[config.mk]
export PLATFORM = sky130hd
export DESIGN_NAME = hdmi_cam_ctrl_top
export DESIGN_NICKNAME = d
export VERILOG_FILES = /design/src/hdl/hdmi_cfg_pkg.sv /design/src/hdl/cfg_rom_sequencer.sv /design/src/hdl/i2c_cmd_fifo.sv /design/src/hdl/i2c_write_master.sv /design/src/hdl/hdmi_bridge_config.sv /design/src/hdl/hdmi_cam_ctrl_top.sv
export SDC_FILE = /design/constraint.sdc
export NUM_CORES = 1
export LEC_CHECK = 0
export BUFFER_PORTS_ARGS = -buffer_cell sky130_fd_sc_hd__buf_2
export CAP_MARGIN = 0
export CORE_MARGIN = 2
export CORE_UTILIZATION = 30
export CTS_CLUSTER_DIAMETER = 40
export CTS_CLUSTER_SIZE = 24
export DETAILED_ROUTE_END_ITERATION = 7
export SKIP_LAST_GASP = 1
export SLEW_MARGIN = 40
export SYNTH_ARGS = -nofsm -noshare
export SYNTH_HDL_FRONTEND = slang
export SYNTH_SLANG_ARGS = --single-unit
[constraint.sdc]
create_clock -name i_sysclk -period 4.58 [get_ports i_sysclk]
set_input_delay 0.229 -clock i_sysclk [delete_from_list [all_inputs] [get_ports i_sysclk]]
set_output_delay 0.229 -clock i_sysclk [all_outputs]
set_load 0.02 [all_outputs]
[src/hdl/hdmi_cfg_pkg.sv]
/*
 * Shared types and constants for the HDMI bridge start-up configuration.
 * CFG_TABLE entries are {register, data}; the table is sent in index order.
 */
`default_nettype none

package hdmi_cfg_pkg;

	// Command opcode, top bit of a command word
	typedef enum logic {
		OP_REG_WRITE = 1'b0,
		OP_END       = 1'b1
	} cmd_op_e;

	// I2C write master states
	typedef enum logic [2:0] {
		ST_IDLE,
		ST_START,
		ST_BIT,
		ST_ACK,
		ST_STOP
	} i2c_state_e;

	// Command word fields: {op, register, data}
	localparam int REG_W  = 8;
	localparam int DATA_W = 8;
	localparam int CMD_W  = 1 + REG_W + DATA_W;

	// 7-bit address of the bridge chip
	localparam logic [6:0] DEV_ADDR = 7'h4C;

	//////////////////////////////////////////////////
	// Register write table
	//////////////////////////////////////////////////
	localparam int CFG_LEN = 8;

	localparam logic [REG_W+DATA_W-1:0] CFG_TABLE [CFG_LEN] = '{
		16'h04_3D,	// Hold all cores in reset
		16'h04_1D,	// Release the register core
		16'h61_30,	// Power down analog front end
		16'h0F_00,	// Select register bank 0
		16'h62_18,	// PLL charge pump and filter
		16'h64_1D,	// Output driver level
		16'h6A_00,	// Clear the AFE test mode
		16'h04_15	// Release the video path reset
	};

endpackage

`default_nettype wire

[src/hdl/cfg_rom_sequencer.sv]
/*
 * Pushes CFG_TABLE as write commands, then one OP_END, while i_run is high.
 * Stops after OP_END; a fall of i_run rewinds to entry 0.
 */
`default_nettype none

module cfg_rom_sequencer (
	input  logic                           i_sysclk,
	input  logic                           i_arstn,
	input  logic                           i_run,
	input  logic                           i_full,
	output logic                           o_wr,
	output logic [hdmi_cfg_pkg::CMD_W-1:0] o_cmd
);

	// Index runs 0..CFG_LEN, the last value selecting OP_END
	localparam int IW = $clog2(hdmi_cfg_pkg::CFG_LEN + 1);
	localparam int AW = $clog2(hdmi_cfg_pkg::CFG_LEN);

	logic [IW-1:0] idx;
	logic          fin;
	logic          at_end;

	assign at_end = (idx == IW'(hdmi_cfg_pkg::CFG_LEN));

	// Push every cycle the FIFO has room
	assign o_wr = i_run && !fin && !i_full;

	//////////////////////////////////////////////////
	// Command word from the table
	//////////////////////////////////////////////////
	always_comb
	begin
		if (at_end)
		begin
			// End marker carries no bus transfer
			o_cmd = {hdmi_cfg_pkg::OP_END, {(hdmi_cfg_pkg::CMD_W-1){1'b0}}};
		end
		else
		begin
			o_cmd = {hdmi_cfg_pkg::OP_REG_WRITE, hdmi_cfg_pkg::CFG_TABLE[idx[AW-1:0]]};
		end
	end

	//////////////////////////////////////////////////
	// Entry index
	//////////////////////////////////////////////////
	always_ff @(posedge i_sysclk)
	begin
		if (!i_arstn)
		begin
			idx <= '0;
			fin <= 1'b0;
		end
		else if (!i_run)
		begin
			// Loss of run restarts the table
			idx <= '0;
			fin <= 1'b0;
		end
		else if (o_wr)
		begin
			if (at_end)
			begin
				fin <= 1'b1;
			end
			else
			begin
				idx <= idx + 1'b1;
			end
		end
	end

endmodule

`default_nettype wire

[src/hdl/i2c_cmd_fifo.sv]
/*
 * First-word fall-through command buffer, FIFO_DEPTH a power of two >= 2.
 * No overflow or underflow protection; the writer and reader obey the flags.
 */
`default_nettype none

module i2c_cmd_fifo #(
	parameter int FIFO_DEPTH = 4
) (
	input  logic                           i_sysclk,
	input  logic                           i_arstn,
	input  logic                           i_clr,
	input  logic                           i_wr,
	input  logic [hdmi_cfg_pkg::CMD_W-1:0] i_wdata,
	input  logic                           i_rd,
	output logic [hdmi_cfg_pkg::CMD_W-1:0] o_rdata,
	output logic                           o_full,
	output logic                           o_empty
);

	localparam int AW = $clog2(FIFO_DEPTH);

	logic [hdmi_cfg_pkg::CMD_W-1:0] mem [FIFO_DEPTH];
	logic [AW:0]                    wr_ptr;
	logic [AW:0]                    rd_ptr;

	// Extra top bit tells full from empty
	assign o_empty = (wr_ptr == rd_ptr);
	assign o_full  = (wr_ptr == {~rd_ptr[AW], rd_ptr[AW-1:0]});

	// Head word, valid while not empty
	assign o_rdata = mem[rd_ptr[AW-1:0]];

	always_ff @(posedge i_sysclk)
	begin
		if (!i_arstn)
		begin
			wr_ptr <= '0;
			rd_ptr <= '0;
		end
		else if (i_clr)
		begin
			wr_ptr <= '0;
			rd_ptr <= '0;
		end
		else
		begin
			if (i_wr)
				wr_ptr <= wr_ptr + 1'b1;
			if (i_rd)
				rd_ptr <= rd_ptr + 1'b1;
		end
	end

	// Storage
	always_ff @(posedge i_sysclk)
	begin
		if (i_wr)
			mem[wr_ptr[AW-1:0]] <= i_wdata;
	end

	a_no_overflow: assert property (
		@(posedge i_sysclk) disable iff (!i_arstn)
		i_wr |-> !o_full
	);

	a_no_underflow: assert property (
		@(posedge i_sysclk) disable iff (!i_arstn)
		i_rd |-> !o_empty
	);

endmodule

`default_nettype wire

[src/hdl/i2c_write_master.sv]
/*
 * Open-drain I2C write master: start, device address, register, data, stop.
 * i_scl and i_sda are taken as synchronous to i_sysclk; CLK_DIV must be >= 2.
 * i_hold aborts any transfer and keeps the master idle.
 */
`default_nettype none

module i2c_write_master #(
	parameter int CLK_DIV = 4
) (
	input  logic                           i_sysclk,
	input  logic                           i_arstn,
	input  logic                           i_hold,
	input  logic                           i_empty,
	input  logic [hdmi_cfg_pkg::CMD_W-1:0] i_cmd,
	input  logic                           i_scl,
	input  logic                           i_sda,
	output logic                           o_rd,
	output logic                           o_scl_oe,
	output logic                           o_sda_oe,
	output logic                           o_xfer_done,
	output logic                           o_nack,
	output logic                           o_end,
	output hdmi_cfg_pkg::i2c_state_e       o_state
);

	localparam int DW = (CLK_DIV > 1) ? $clog2(CLK_DIV) : 1;
	localparam int RW = hdmi_cfg_pkg::REG_W;
	localparam int BW = hdmi_cfg_pkg::DATA_W;

	hdmi_cfg_pkg::i2c_state_e state;

	logic [DW-1:0] div_cnt;
	logic [1:0]    phase;
	logic [2:0]    bit_cnt;
	logic [1:0]    byte_cnt;
	logic [7:0]    shift;
	logic [RW-1:0] reg_q;
	logic [BW-1:0] data_q;
	logic          ack_bad;
	logic          stretch;
	logic          qtick;
	logic          bit_end;
	logic          pop;
	logic          is_end;
	logic          scl_drv;
	logic          sda_upd;
	logic          sda_val;

	// Take the head word when idle
	assign pop    = (state == hdmi_cfg_pkg::ST_IDLE) && !i_hold && !i_empty;
	assign is_end = (hdmi_cfg_pkg::cmd_op_e'(i_cmd[hdmi_cfg_pkg::CMD_W-1]) == hdmi_cfg_pkg::OP_END);
	assign o_rd   = pop;

	// SCL released but held low by the slave
	assign stretch = !o_scl_oe && !i_scl;
	assign qtick   = (state != hdmi_cfg_pkg::ST_IDLE) && !stretch
		&& (div_cnt == DW'(CLK_DIV - 1));
	assign bit_end = qtick && (phase == 2'd3);

	//////////////////////////////////////////////////
	// Line decode per quarter
	//////////////////////////////////////////////////
	// Quarters 0,1 SCL low, 2,3 released; SDA moves in quarter 1
	assign scl_drv = (state inside {hdmi_cfg_pkg::ST_BIT, hdmi_cfg_pkg::ST_ACK,
		hdmi_cfg_pkg::ST_STOP}) && !phase[1];

	always_comb
	begin
		sda_upd = (phase != 2'd0);
		sda_val = 1'b0;
		case (state)
			hdmi_cfg_pkg::ST_IDLE:  sda_upd = 1'b1;
			// SDA falls in the second half with SCL high
			hdmi_cfg_pkg::ST_START:
			begin
				sda_upd = 1'b1;
				sda_val = phase[1];
			end
			hdmi_cfg_pkg::ST_BIT:   sda_val = !shift[7];
			hdmi_cfg_pkg::ST_ACK:   sda_val = 1'b0;
			// Low under SCL, released last for the stop
			hdmi_cfg_pkg::ST_STOP:  sda_val = (phase != 2'd3);
			default:                sda_upd = 1'b1;
		endcase
	end

	//////////////////////////////////////////////////
	// Control FSM
	//////////////////////////////////////////////////
	always_ff @(posedge i_sysclk)
	begin
		if (!i_arstn || i_hold)
		begin
			// Abort releases both lines at once
			state       <= hdmi_cfg_pkg::ST_IDLE;
			div_cnt     <= '0;
			phase       <= 2'd0;
			bit_cnt     <= 3'd0;
			byte_cnt    <= 2'd0;
			ack_bad     <= 1'b0;
			o_scl_oe    <= 1'b0;
			o_sda_oe    <= 1'b0;
			o_xfer_done <= 1'b0;
			o_nack      <= 1'b0;
			o_end       <= 1'b0;
		end
		else
		begin
			o_xfer_done <= 1'b0;
			o_nack      <= 1'b0;
			o_end       <= 1'b0;
			o_scl_oe    <= scl_drv;
			if (sda_upd)
				o_sda_oe <= sda_val;

			// Quarter divider, frozen while stretched
			if (state == hdmi_cfg_pkg::ST_IDLE || qtick)
				div_cnt <= '0;
			else if (!stretch)
				div_cnt <= div_cnt + 1'b1;
			if (qtick)
				phase <= phase + 1'b1;

			case (state)
				hdmi_cfg_pkg::ST_IDLE:
				begin
					if (pop)
					begin
						phase    <= 2'd0;
						bit_cnt  <= 3'd7;
						byte_cnt <= 2'd0;
						ack_bad  <= 1'b0;
						if (is_end)
							o_end <= 1'b1;
						else
							state <= hdmi_cfg_pkg::ST_START;
					end
				end
				hdmi_cfg_pkg::ST_START:
				begin
					if (bit_end)
						state <= hdmi_cfg_pkg::ST_BIT;
				end
				hdmi_cfg_pkg::ST_BIT:
				begin
					if (bit_end)
					begin
						if (bit_cnt == 3'd0)
							state <= hdmi_cfg_pkg::ST_ACK;
						else
							bit_cnt <= bit_cnt - 1'b1;
					end
				end
				hdmi_cfg_pkg::ST_ACK:
				begin
					// Sample in the middle of SCL high, high line is a NACK
					if (qtick && phase == 2'd2)
						ack_bad <= i_sda;
					if (bit_end)
					begin
						if (ack_bad || byte_cnt == 2'd2)
						begin
							state <= hdmi_cfg_pkg::ST_STOP;
						end
						else
						begin
							state    <= hdmi_cfg_pkg::ST_BIT;
							bit_cnt  <= 3'd7;
							byte_cnt <= byte_cnt + 1'b1;
						end
					end
				end
				hdmi_cfg_pkg::ST_STOP:
				begin
					if (bit_end)
					begin
						state       <= hdmi_cfg_pkg::ST_IDLE;
						o_xfer_done <= 1'b1;
						o_nack      <= ack_bad;
					end
				end
				default: state <= hdmi_cfg_pkg::ST_IDLE;
			endcase
		end
	end

	// Byte shifter and latched command payload
	always_ff @(posedge i_sysclk)
	begin
		if (pop)
		begin
			shift  <= {hdmi_cfg_pkg::DEV_ADDR, 1'b0};
			reg_q  <= i_cmd[BW +: RW];
			data_q <= i_cmd[BW-1:0];
		end
		else if (bit_end && state == hdmi_cfg_pkg::ST_BIT)
		begin
			shift <= {shift[6:0], 1'b0};
		end
		else if (bit_end && state == hdmi_cfg_pkg::ST_ACK)
		begin
			shift <= (byte_cnt == 2'd0) ? reg_q : data_q;
		end
	end

	assign o_state = state;

	// Lines lag state by a cycle; SDA may move under high SCL only at start/stop
	a_sda_stable: assert property (
		@(posedge i_sysclk) disable iff (!i_arstn)
		($changed(o_sda_oe) && !o_scl_oe) |->
			($past(state) inside {hdmi_cfg_pkg::ST_START, hdmi_cfg_pkg::ST_STOP}
			|| $past(i_hold))
	);

endmodule

`default_nettype wire

[src/hdl/hdmi_bridge_config.sv]
/*
 * Bridge start-up: sequencer, command FIFO and I2C write master.
 * Done and error are sticky until reset or loss of PLL lock.
 */
`default_nettype none

module hdmi_bridge_config #(
	parameter int CLK_DIV    = 4,
	parameter int FIFO_DEPTH = 4
) (
	input  logic                     i_sysclk,
	input  logic                     i_arstn,
	input  logic                     i_pll_locked,
	input  logic                     i_scl,
	input  logic                     i_sda,
	output logic                     o_scl_oe,
	output logic                     o_sda_oe,
	output logic                     o_rstn,
	output logic                     o_confdone,
	output logic                     o_error,
	output hdmi_cfg_pkg::i2c_state_e o_state
);

	localparam int CW = $clog2(hdmi_cfg_pkg::CFG_LEN + 1);

	logic                           run;
	logic                           hold;
	logic                           wr;
	logic [hdmi_cfg_pkg::CMD_W-1:0] wcmd;
	logic                           full;
	logic                           empty;
	logic                           rd;
	logic [hdmi_cfg_pkg::CMD_W-1:0] head;
	logic                           xfer_done;
	logic                           nack;
	logic                           end_pulse;
	logic [CW-1:0]                  wr_cnt;

	// Run only with lock and no error
	assign run  = i_pll_locked && !o_error;
	assign hold = o_error || !i_pll_locked;

	// Chip comes out of reset with the PLL
	assign o_rstn = i_pll_locked;

	cfg_rom_sequencer u_seq (
		.i_sysclk (i_sysclk),
		.i_arstn  (i_arstn),
		.i_run    (run),
		.i_full   (full),
		.o_wr     (wr),
		.o_cmd    (wcmd)
	);

	i2c_cmd_fifo #(
		.FIFO_DEPTH (FIFO_DEPTH)
	) u_fifo (
		.i_sysclk (i_sysclk),
		.i_arstn  (i_arstn),
		.i_clr    (!i_pll_locked),
		.i_wr     (wr),
		.i_wdata  (wcmd),
		.i_rd     (rd),
		.o_rdata  (head),
		.o_full   (full),
		.o_empty  (empty)
	);

	i2c_write_master #(
		.CLK_DIV (CLK_DIV)
	) u_master (
		.i_sysclk    (i_sysclk),
		.i_arstn     (i_arstn),
		.i_hold      (hold),
		.i_empty     (empty),
		.i_cmd       (head),
		.i_scl       (i_scl),
		.i_sda       (i_sda),
		.o_rd        (rd),
		.o_scl_oe    (o_scl_oe),
		.o_sda_oe    (o_sda_oe),
		.o_xfer_done (xfer_done),
		.o_nack      (nack),
		.o_end       (end_pulse),
		.o_state     (o_state)
	);

	//////////////////////////////////////////////////
	// Status flags
	//////////////////////////////////////////////////
	always_ff @(posedge i_sysclk)
	begin
		if (!i_arstn || !i_pll_locked)
		begin
			o_confdone <= 1'b0;
			o_error    <= 1'b0;
			wr_cnt     <= '0;
		end
		else
		begin
			// Count acknowledged writes
			if (xfer_done && !nack)
				wr_cnt <= wr_cnt + 1'b1;
			if (nack)
				o_error <= 1'b1;
			// Done only when every table entry went out
			if (end_pulse && wr_cnt == CW'(hdmi_cfg_pkg::CFG_LEN))
				o_confdone <= 1'b1;
		end
	end

endmodule

`default_nettype wire

[src/hdl/hdmi_cam_ctrl_top.sv]
/*
 * Image-path control and HDMI bridge I2C pins.
 * The image selector is fixed by CBSEL_IMAGE; the enable is always high.
 */
`default_nettype none

module hdmi_cam_ctrl_top #(
	parameter int         CLK_DIV     = 4,
	parameter int         FIFO_DEPTH  = 4,
	parameter logic [1:0] CBSEL_IMAGE = 2'b01
) (
	input  logic                     i_sysclk,
	input  logic                     i_arstn,
	input  logic                     i_pll_locked,
	// Bridge chip I2C, open drain
	input  logic                     i_hdmi_scl,
	input  logic                     i_hdmi_sda,
	output logic                     o_hdmi_scl_oe,
	output logic                     o_hdmi_sda_oe,
	output logic                     o_hdmi_xclr,
	output logic                     o_hdmi_rstn,
	// Image-path control
	output logic                     o_cfg_config,
	output logic                     o_cfg_error,
	output logic                     o_cfg_ena,
	output logic [1:0]               o_cfg_cbsel,
	output hdmi_cfg_pkg::i2c_state_e o_i2c_state
);

	logic chip_rstn;

	hdmi_bridge_config #(
		.CLK_DIV    (CLK_DIV),
		.FIFO_DEPTH (FIFO_DEPTH)
	) u_bridge_cfg (
		.i_sysclk     (i_sysclk),
		.i_arstn      (i_arstn),
		.i_pll_locked (i_pll_locked),
		.i_scl        (i_hdmi_scl),
		.i_sda        (i_hdmi_sda),
		.o_scl_oe     (o_hdmi_scl_oe),
		.o_sda_oe     (o_hdmi_sda_oe),
		.o_rstn       (chip_rstn),
		.o_confdone   (o_cfg_config),
		.o_error      (o_cfg_error),
		.o_state      (o_i2c_state)
	);

	// Both chip reset pins follow the PLL
	assign o_hdmi_rstn = chip_rstn;
	assign o_hdmi_xclr = chip_rstn;

	// Fixed image selection
	assign o_cfg_ena   = 1'b1;
	assign o_cfg_cbsel = CBSEL_IMAGE;

endmodule

`default_nettype wire

# == Word level (Yosys, flattened, before mapping) ==
# Memories as Yosys holds them, arrays and structs flattened. A register that Yosys moved wholly into a read port is not among the register bits.
# Index checks and enable logic that the tools add are counted.
# op_classes
order_cmp,1
n_reduce_logical,56
n_bitwise,7
muxes,39
eq_ne,23
add_sub_neg,8
# ops
operator,n
3-bit two-way mux,13
16-bit two-way mux,2
8-bit two-way mux,3
17-bit two-way mux,1
2-bit two-way mux,8
"2-bit inequality test, second input constant",8
1-bit logical AND,15
3-bit case mux with 5 select lines,1
1-bit logical NOT,13
3-bit case mux with 3 select lines,1
3-bit nonzero test,3
3-bit OR reduction,3
"4-bit by 1-bit adder with 4-bit output, second input constant",2
"2-bit == test, second input constant",4
"4-bit == test, second input constant",2
2-bit AND reduction,4
1-bit two-way mux,7
7-bit AND reduction,1
"2-bit by 1-bit adder with 2-bit output, second input constant",3
"3-bit by 1-bit adder with 3-bit output, second input constant",2
"3-bit by 2-bit == test with 1-bit output, second input constant",2
3-bit == test,2
3-bit logical NOT,2
"2-bit by 1-bit inequality test with 1-bit output, second input constant",3
16 further kinds,29
# totals
wordCells,158
mem_bits_ro,128
memories,2
out_inout_bits,12
ram_bits,68
reg_bits,59
# mem_list
memory,words,word_bits,rd,rd_clocked_by_memory_dff,write_ports,line_no,rtl
(name not given),8,16,1,0,0,cfg_rom_sequencer.sv:41,"o_cmd = {hdmi_cfg_pkg::OP_REG_WRITE, hdmi_cfg_pkg::CFG_TABLE[idx[AW-1:0]]};"
u_bridge_cfg.u_fifo.mem,4,17,1,1,1,i2c_cmd_fifo.sv:23,logic [hdmi_cfg_pkg::CMD_W-1:0] mem [FIFO_DEPTH];

# == Longest topological paths before layout ==
# Gate-level depths: netlist of the first run.
# depth
word_depth,9
ltp_mapped,7

# == Hierarchy ==
# From an unflattened synthesis of the first run, not the netlist that was laid out.
# hier_totals
hier_cells,426
hier_area_um2,5650.4
# by_module_without_submodules
mod,cells_each,area_per_inst_um2,instances
i2c_cmd_fifo,130,2897.8,1
i2c_write_master,191,1959.4,1
cfg_rom_sequencer,65,465.4,1
hdmi_bridge_config,34,290.3,1
hdmi_cam_ctrl_top,6,37.5,1

# == Worst setup path before layout of the first run ==
# Ideal clock, no wire load.
# synth_path
path_kind,register to register
start,reg u_bridge_cfg.u_fifo.wr_ptr[0]
end,mem u_bridge_cfg.u_fifo.mem[3][10] (netlist name) (enable)
synth_period_minus_slack_ns,1.706
t_required_ns,4.237
path_slack_ns,2.874
stages_incl_launch_ff,5
t_arrival_ns,1.363
setup_time_ns,0.343
path_cell_list,dfxtp_1 xor2_2 o31a_2 buf_2 and2_1
# synth_between
elab_chain_len,5
# synth_lines
item,line_no,rtl
from (decl),i2c_cmd_fifo.sv:24,logic [AW:0] wr_ptr;
from (signal assigned),i2c_cmd_fifo.sv:49,wr_ptr <= wr_ptr + 1'b1;
3-bit == test,i2c_cmd_fifo.sv:29,"assign o_full = (wr_ptr == {~rd_ptr[AW], rd_ptr[AW-1:0]});"
1-bit logical NOT,cfg_rom_sequencer.sv:27,assign o_wr = i_run && !fin && !i_full;
1-bit logical AND,cfg_rom_sequencer.sv:27,
1-bit two-way mux,i2c_cmd_fifo.sv:58,if (i_wr)
1-bit two-way mux (implied by the code),i2c_cmd_fifo.sv:59,mem[wr_ptr[AW-1:0]] <= i_wdata;
to (decl),i2c_cmd_fifo.sv:23,
# Parallel ways exist; a longest one is shown, timed or not.

# == Final worst setup path of the first run ==
# layout_path
start,reg u_bridge_cfg.u_fifo.wr_ptr[1]
end,reg u_bridge_cfg.u_master.ack_bad
# layout_between
elab_chain_len,5
# layout_lines
item,line_no,rtl
3-bit == test,i2c_cmd_fifo.sv:28,assign o_empty = (wr_ptr == rd_ptr);
1-bit logical NOT,i2c_write_master.sv:51,assign pop = (state == hdmi_cfg_pkg::ST_IDLE) && !i_hold && !i_empty;
1-bit logical AND,i2c_write_master.sv:51,
2-bit by 1-bit inequality test with 1-bit output (no source line),--,
3-bit AND reduction (no source line),--,
to (signal assigned),i2c_write_master.sv:159,ack_bad <= i_sda;
to (decl),i2c_write_master.sv:40,logic ack_bad;
# No other way between the ends.
# A chain may end at the register's enable or synchronous reset.

==> key figures, run 1 <==
Die
  – Number of rows in the core area: 43
  – Number of top-level pins: 17
  – Starting density of the core: a little under a third
  – Overall die width: ~120 um
  – Die Height: around 120 um
  – Area of the placeable core: about 0.014 sq mm
  – Die outline area: between 0.015 and 0.02 sq mm

Clocking
  – Cts repair resizes: 0
  – Worst-path clk slew: 60 ps
  – Clock latency of the later-clocked register in the worst-skew pair: between 300 and 400 ps
  – Sink count of the clock tree: 94
  – CTS tree: done
  – CTS Buffer Depth: 2
  – Clock buffer count from CTS: 9
  – Number of hold-repair buffers added at the cts stage: 0
  – Post CTS Setup Buffer Count: 0
  – Buffer type at the clock tree root: sky130_fd_sc_hd__clkbuf_16
  – H-Tree Level Count: 3

Critical path
  – R2r worst-path depth: 5
  – Arrival @ worst endpoint: 2270 ps
  – Beginning of the critical path: u_bridge_cfg.u_fifo.wr_ptr[1]
  – Category of the worst setup path launch point: flip-flop
  – Worst-case register-to-register setup slack: 2570 ps
  – R2R Path Start: u_bridge_cfg.u_fifo.wr_ptr[1]
  – Largest fanout on the critical path: 21
  – Critical path class: flip-flop to flip-flop
  – Capture instance of the worst register-to-register path: u_bridge_cfg.u_master.ack_bad
  – Crit end category: flip-flop
  – Data required time of the worst path: about 4800 ps

Synth
  – Leading area contributor after synthesis: sky130_fd_sc_hd__edfxtp_1
  – Number of distinct library cell variants in the gate-level netlist after synthesis: 60
  – Mapped Cells: around 360
  – Async set-or-reset flop fraction in the synthesized netlist: 0%
  – Cell with the most instances after synthesis: sky130_fd_sc_hd__edfxtp_1
  – Synthesis Warnings: 0
  – Post-synthesis sequential area ratio: 56.1%
  – Commonest cells in the netlist: sky130_fd_sc_hd__edfxtp_1 (49), sky130_fd_sc_hd__dfxtp_1 (45), sky130_fd_sc_hd__nor2_1 (35), sky130_fd_sc_hd__inv_1 (23), sky130_fd_sc_hd__nand2_1 (23)
  – Post-Synthesis Cell Area: between 0.004 and 0.005 sq mm
  – Post-synth top flop: sky130_fd_sc_hd__edfxtp_1
  – Yosys reg bits: between 90 and 100
  – Area share of the largest cell type after synthesis: a little over a third
  – Number of flops mapped to enable cells by yosys: 49
  – Synth Area per Inst: 11.7 sq um
  – Top post-synthesis cells by area: sky130_fd_sc_hd__edfxtp_1 (35%), sky130_fd_sc_hd__dfxtp_1 (21%), sky130_fd_sc_hd__ha_1 (5.3%), sky130_fd_sc_hd__mux4_2 (5.3%), sky130_fd_sc_hd__nor2_1 (3.1%)

Timing
  – Final setup margin: 2570 ps
  – Post-route fraction of the period consumed by the critical path: between 40% and 50%
  – Pin slew with the least headroom to its limit: between 700 and 800 ps
  – Final-report hold violation count: 0
  – Post-layout minimum cycle time: ~2000 ps
  – RSZ-0062 raised after global routing: false
  – Peak clock frequency supported by timing: around 500 MHz
  – Worst hold-check slack: around 170 ps
  – Setup Viol. Count Final: 0
  – Clock Skew: about 5.4 ps
  – Max-slew violation count: 0
  – Aggregate negative setup slack: 0 ps
  – Max_slew headroom: between 40% and 50%

Cells and area
  – Layout cells sized above 1: between 10% and 20%
  – Layout area overhead: 11.5%
  – Number of fill cells in the layout: roughly 1300
  – Area of all placed cells without fillers: around 0.0047 sq mm
  – Non-filler cells in the finished layout: 552
  – Utilization of the core after routing: around 34%
  – Number of nets at the end of the flow: 390
  – Number of diodes added for antenna fixing: 0

GRT
  – Vias in the first global route: approximately 2500
  – Overall global routing resource usage: about 11%
  – GR Overflow Total: 0
  – Wire length of the first global-routing pass: around 13000 um
  – Number of antenna violations at the first check in global routing: 0
  – Maximum number of pins on one net before global-route repair: 32

Pwr
  – Areal power density over the cells: around 360 mW/mm^2
  – Internal power consumption: roughly 1.3 mW
  – Sequential cell fraction of total power: 53.2%
  – IR drop worst, VDD: about 0.20 mV
  – Psw: approximately 0.36 mW
  – Proportion of power drawn by the clock network: 43.1%
  – Static Leakage: 1.62 nW
  – Post-route total power: between 1.5 and 2 mW
  – Part of the total power dissipated in combinational logic: 3.6%
  – Switching share of power: between 20% and 30%

Placed design
  – Placed cells: ~540
  – Buffers added on ports: 13
  – Gpl congestion: between 0.8 and 0.9
  – Placement Cell Area: between 0.004 and 0.005 sq mm
  – DP Wirelength: approximately 5200 um
  – Pre-CTS setup slack: around 2600 ps

Drt
  – Vias post-DR: 2648
  – DRC: 0
  – Detailed-router iteration count before antenna repair: 5
  – Routed wirelength normalized by instance count: 13.8 um
  – Number of DRC violations after detailed-routing iteration 0: between 200 and 250
  – Via/cell ratio: around 4.8
  – Wire length after detailed routing: between 7000 and 8000 um
  – Routed Antenna Nets: 0

Outcome
  – Run status: finished, final reports clean

Worst hold path
  – Worst min path class: input pin to flip-flop
  – Number of cells on the worst hold path: 3
  – Worst hold path startpoint: i_hdmi_sda
  – Worst-case hold path end point: u_bridge_cfg.u_master.ack_bad

Flow run
  – Reported max-cap violation count: 0
-- worst max path at each step --
stage,endpoint
floorplan,u_bridge_cfg.u_fifo.mem[3][10]
detailed placement,u_bridge_cfg.u_master.ack_bad
CTS,u_bridge_cfg.u_master.ack_bad
finish,u_bridge_cfg.u_master.ack_bad
global placement,u_bridge_cfg.u_master.ack_bad
global route,u_bridge_cfg.u_master.ack_bad
-- layout make-up --
class                   count  area (sq um)  share of cell area, %
clock buffers              10           229                   4.86
repair buffers             13          65.1                   1.38
multi-input cells         225          1670                   35.4
inverters                  24          90.1                   1.91
clock inverters             6          61.3                   1.30
flip-flops and latches     94          2370                   50.4
well taps                 180           225                   4.78
-- state kept, by name (all words and copies together), names as in the netlist, 2 cells and up, named ones only --
signal                          count
u_bridge_cfg.u_fifo.mem            40
u_bridge_cfg.u_master.shift         8
u_bridge_cfg.u_master.reg_q         5
u_bridge_cfg.u_master.data_q        4
u_bridge_cfg.u_seq.idx              4
u_bridge_cfg.wr_cnt                 4
u_bridge_cfg.u_fifo.rd_ptr          3
u_bridge_cfg.u_fifo.wr_ptr          3
u_bridge_cfg.u_master.bit_cnt       3
u_bridge_cfg.u_master.o_state       3
u_bridge_cfg.u_master.byte_cnt      2
u_bridge_cfg.u_master.div_cnt       2
u_bridge_cfg.u_master.phase         2
-- routing by layer --
| metal | part of all wire, % | up-vias | GRT usage, % |
|---|---|---|---|
| met1 | 47 | 1290 | 14.3 |
| met5 | 0 | - | 0 |
| li1 | - | 1303 | - |
| met4 | 1.1 | 0 | 3.23 |
| met2 | 47 | 46 | 17.1 |
| met3 | 4.9 | 9 | 4.28 |
-- power by group through the flow --
| stage | Combinational, mW | Clock (mW) | Sequential (mW) |
|---|---|---|---|
| 6_report | 0.0619 | 0.732 | 0.904 |
| 5_1_grt | 0.0693 | 0.784 | 0.906 |
| 4_1_cts | 0.0625 | 0.748 | 0.905 |
| 3_5_place_dp | 0.0623 | 0 | 0.923 |
| 3_3_place_gp | 0.0608 | 0 | 0.922 |
| 2_1_floorplan | 0.0516 | 0 | 0.919 |
-- layout by cell type (no fill, tap or decap), types with 10 or more instances in the layout --
cell type,n
sky130_fd_sc_hd__edfxtp_1,49
sky130_fd_sc_hd__mux4_2,10
sky130_fd_sc_hd__inv_1,23
sky130_fd_sc_hd__o21ai_0,11
sky130_fd_sc_hd__nor2_1,35
sky130_fd_sc_hd__a21oi_1,19
sky130_fd_sc_hd__ha_1,18
sky130_fd_sc_hd__nand2_1,23
sky130_fd_sc_hd__dfxtp_1,44
sky130_fd_sc_hd__buf_2,13
-- critical path: stages (launching register included) --
cell and delay (ps):
sky130_fd_sc_hd__dfxtp_1 480, sky130_fd_sc_hd__xor2_2 160, sky130_fd_sc_hd__o311ai_4 500, sky130_fd_sc_hd__inv_2 300
sky130_fd_sc_hd__a311o_1 340, sky130_fd_sc_hd__a21oi_1 140
-- kinds of logic after synthesis --
group,share of synthesized area (%)
AND/OR/NAND/NOR,13.0
flip-flops,56.1
AO/OA/AOI/OAI,10.2
buffers and inverters,4.44
multiplexers,7.73
adder cells (fa/ha/maj),5.33
XOR/XNOR,3.05
other,0.178
Power figures use the tool's default switching activity.
==> run 2, diff against run 1 <==
clock period = 2 ns   (was 4.58 ns; I/O delays follow)
==> key figures, run 2 (synthesis gave the netlist of run 1 again) <==
Pwr
  – Switching share of power: between 20% and 30%
  – IR drop worst, VDD: 0.448 mV
  – Part of the total power dissipated in combinational logic: under 10%
  – Sequential cell fraction of total power: between 50% and 60%
  – Areal power density over the cells: 811 mW/mm^2
  – Proportion of power drawn by the clock network: between 40 and 50%
  – Internal power consumption: 3.08 mW
  – Static Leakage: ~1.7 nW
  – Psw: roughly 0.84 mW

Critical path
  – Beginning of the critical path: u_bridge_cfg.u_fifo.rd_ptr[0]
  – Arrival @ worst endpoint: 1850 ps
  – Data required time of the worst path: 1970 ps
  – Critical path class: flip-flop to flip-flop
  – Category of the worst setup path launch point: flip-flop
  – Worst-case register-to-register setup slack: 120 ps
  – Timing endpoint of the critical path: u_bridge_cfg.u_fifo.mem[3][14]
  – Crit end category: flip-flop
  – R2R Path Start: u_bridge_cfg.u_fifo.rd_ptr[0]
  – R2r worst-path depth: 3
  – Capture instance of the worst register-to-register path: u_bridge_cfg.u_fifo.mem[3][14]
  – Largest fanout on the critical path: 12

GRT
  – Vias in the first global route: roughly 2700
  – Maximum number of pins on one net before global-route repair: 31
  – Wire length of the first global-routing pass: 13200 um
  – Number of antenna violations at the first check in global routing: 0
  – GR Overflow Total: 0
  – Overall global routing resource usage: 11.3%

Placed design
  – Placement Cell Area: around 0.0045 sq mm
  – Pre-CTS setup slack: approximately 140 ps
  – Buffers added on ports: 13
  – DP Wirelength: ~5800 um
  – Gpl congestion: ~0.81

Timing
  – Post-route fraction of the period consumed by the critical path: 94.1%
  – Setup Viol. Count Final: 0
  – Final setup margin: approximately 120 ps
  – Post-layout minimum cycle time: about 1900 ps
  – Final-report hold violation count: 0
  – Worst hold-check slack: between 30 and 40 ps
  – Aggregate negative setup slack: 0 ps
  – Max-slew violation count: 0
  – RSZ-0062 raised after global routing: false
  – Max_slew headroom: a little over half
  – Pin slew with the least headroom to its limit: around 680 ps
  – Peak clock frequency supported by timing: around 530 MHz
  – Clock Skew: around 11 ps

Cells and area
  – Area of the multi-input gates: roughly 0.0017 sq mm
  – Layout area overhead: 14.6%
  – Number of diodes added for antenna fixing: 0
  – Number of fill cells in the layout: 1326
  – Max reg flops: 40
  – Layout cells sized above 1: 16.5%
  – Sequential standard cell area: 0.00237 sq mm
  – Commonest cells after routing, fill and taps aside: sky130_fd_sc_hd__edfxtp_1 (49), sky130_fd_sc_hd__dfxtp_1 (45), sky130_fd_sc_hd__nor2_1 (35)
  – Area of all placed cells without fillers: ~0.0048 sq mm
  – Number of nets at the end of the flow: between 400 and 500
  – Most common library cell in the layout ignoring fill and taps: sky130_fd_sc_hd__edfxtp_1
  – Utilization of the core after routing: about a third

Clocking
  – CTS tree: done
  – Cts repair resizes: 0
  – Number of hold-repair buffers added at the cts stage: 0
  – Clock latency of the later-clocked register in the worst-skew pair: about 340 ps
  – Clock buffer count from CTS: 9
  – Worst-path clk slew: 70 ps
  – CTS Buffer Depth: 2
  – Post CTS Setup Buffer Count: 0
  – H-Tree Level Count: 3
  – Buffer type at the clock tree root: sky130_fd_sc_hd__clkbuf_16
  – Sink count of the clock tree: 94

Drt
  – Detailed-router iteration count before antenna repair: 4
  – DRC: 0
  – Routed Antenna Nets: 0
  – Routed wirelength normalized by instance count: about 14 um
  – Via/cell ratio: between 4 and 5
  – Number of DRC violations after detailed-routing iteration 0: roughly 220
  – Vias post-DR: 2703
  – Wire length after detailed routing: between 8000 and 9000 um

Worst hold path
  – Worst min path class: input pin to flip-flop
  – Worst hold path startpoint: i_hdmi_sda

Die
  – Die outline area: ~0.015 sq mm
  – Starting density of the core: a little under a third
  – Number of rows in the core area: 43
  – Overall die width: between 100 and 150 um
  – Area of the placeable core: 0.0138 sq mm
  – Number of top-level pins: 17
  – Die Height: roughly 120 um

Outcome
  – Run status: finished, final reports clean

Flow run
  – Reported max-cap violation count: 0
[run 2: cell count changes in the layout (fill, tap and decap cells not counted)]
cell / delta
sky130_fd_sc_hd__buf_4: +16
sky130_fd_sc_hd__clkinv_2: -2
sky130_fd_sc_hd__clkbuf_1: -1
sky130_fd_sc_hd__clkinv_1: +1
sky130_fd_sc_hd__clkinv_4: +1
sky130_fd_sc_hd__clkinvlp_4: +1
sky130_fd_sc_hd__dfxtp_1: +1
sky130_fd_sc_hd__dfxtp_2: -1
sky130_fd_sc_hd__inv_6: -1
sky130_fd_sc_hd__inv_8: +1
[run 2: worst min path at each step]
stage                                    endpoint  cells past startpoint  slack [ps]
global placement    u_bridge_cfg.u_master.ack_bad                      3         380
finish              u_bridge_cfg.u_master.ack_bad                      3          40
global route        u_bridge_cfg.u_master.ack_bad                      3          60
CTS                 u_bridge_cfg.u_master.ack_bad                      3          40
detailed placement  u_bridge_cfg.u_master.ack_bad                      3         390
floorplan           u_bridge_cfg.u_master.ack_bad                      2         260
[run 2: layout make-up]
type                            instances  area share [%]
Clock buffer                            9            4.65
Inverter                               24            1.86
Clock inverter                          7            1.52
Multi-Input combinational cell        225            34.5
Sequential cell                        94            49.0
Tap cell                              180            4.65
Timing Repair Buffer                   29            3.83
[run 2: power by group through the flow]
stage	sequential (mW)	combinational, mW	clock, mW
2_1_floorplan	2.10	0.118	0
3_3_place_gp	2.11	0.162	0
3_5_place_dp	2.11	0.164	0
4_1_cts	2.06	0.166	1.73
5_1_grt	2.07	0.181	1.80
6_report	2.06	0.164	1.70
[run 2: per-stage QoR]
stage | cells | power, mW
after floorplan | 362 | 2.22
after global placement | 552 | 2.27
after detailed placement | 552 | 2.27
after CTS | 568 | 3.96
after global routing | 568 | 4.05
final | 568 | 3.93
[run 2: worst max-delay path, cell delays in order (launching register included)]
cell                      delay, ps
sky130_fd_sc_hd__dfxtp_1        470
sky130_fd_sc_hd__xor2_2         260
sky130_fd_sc_hd__o31a_2         300
sky130_fd_sc_hd__and2_1         480
[run 2: per-layer routing]
metal  share of wire, %  wire, um  global-route usage [%]  up-vias
met4               0.76        61                    3.45        0
li1                   -         -                       -     1333
met3                2.8       224                    2.70        4
met2                 49      3920                    18.3       50
met5                  0         0                       0        -
met1                 48      3820                    14.8     1316
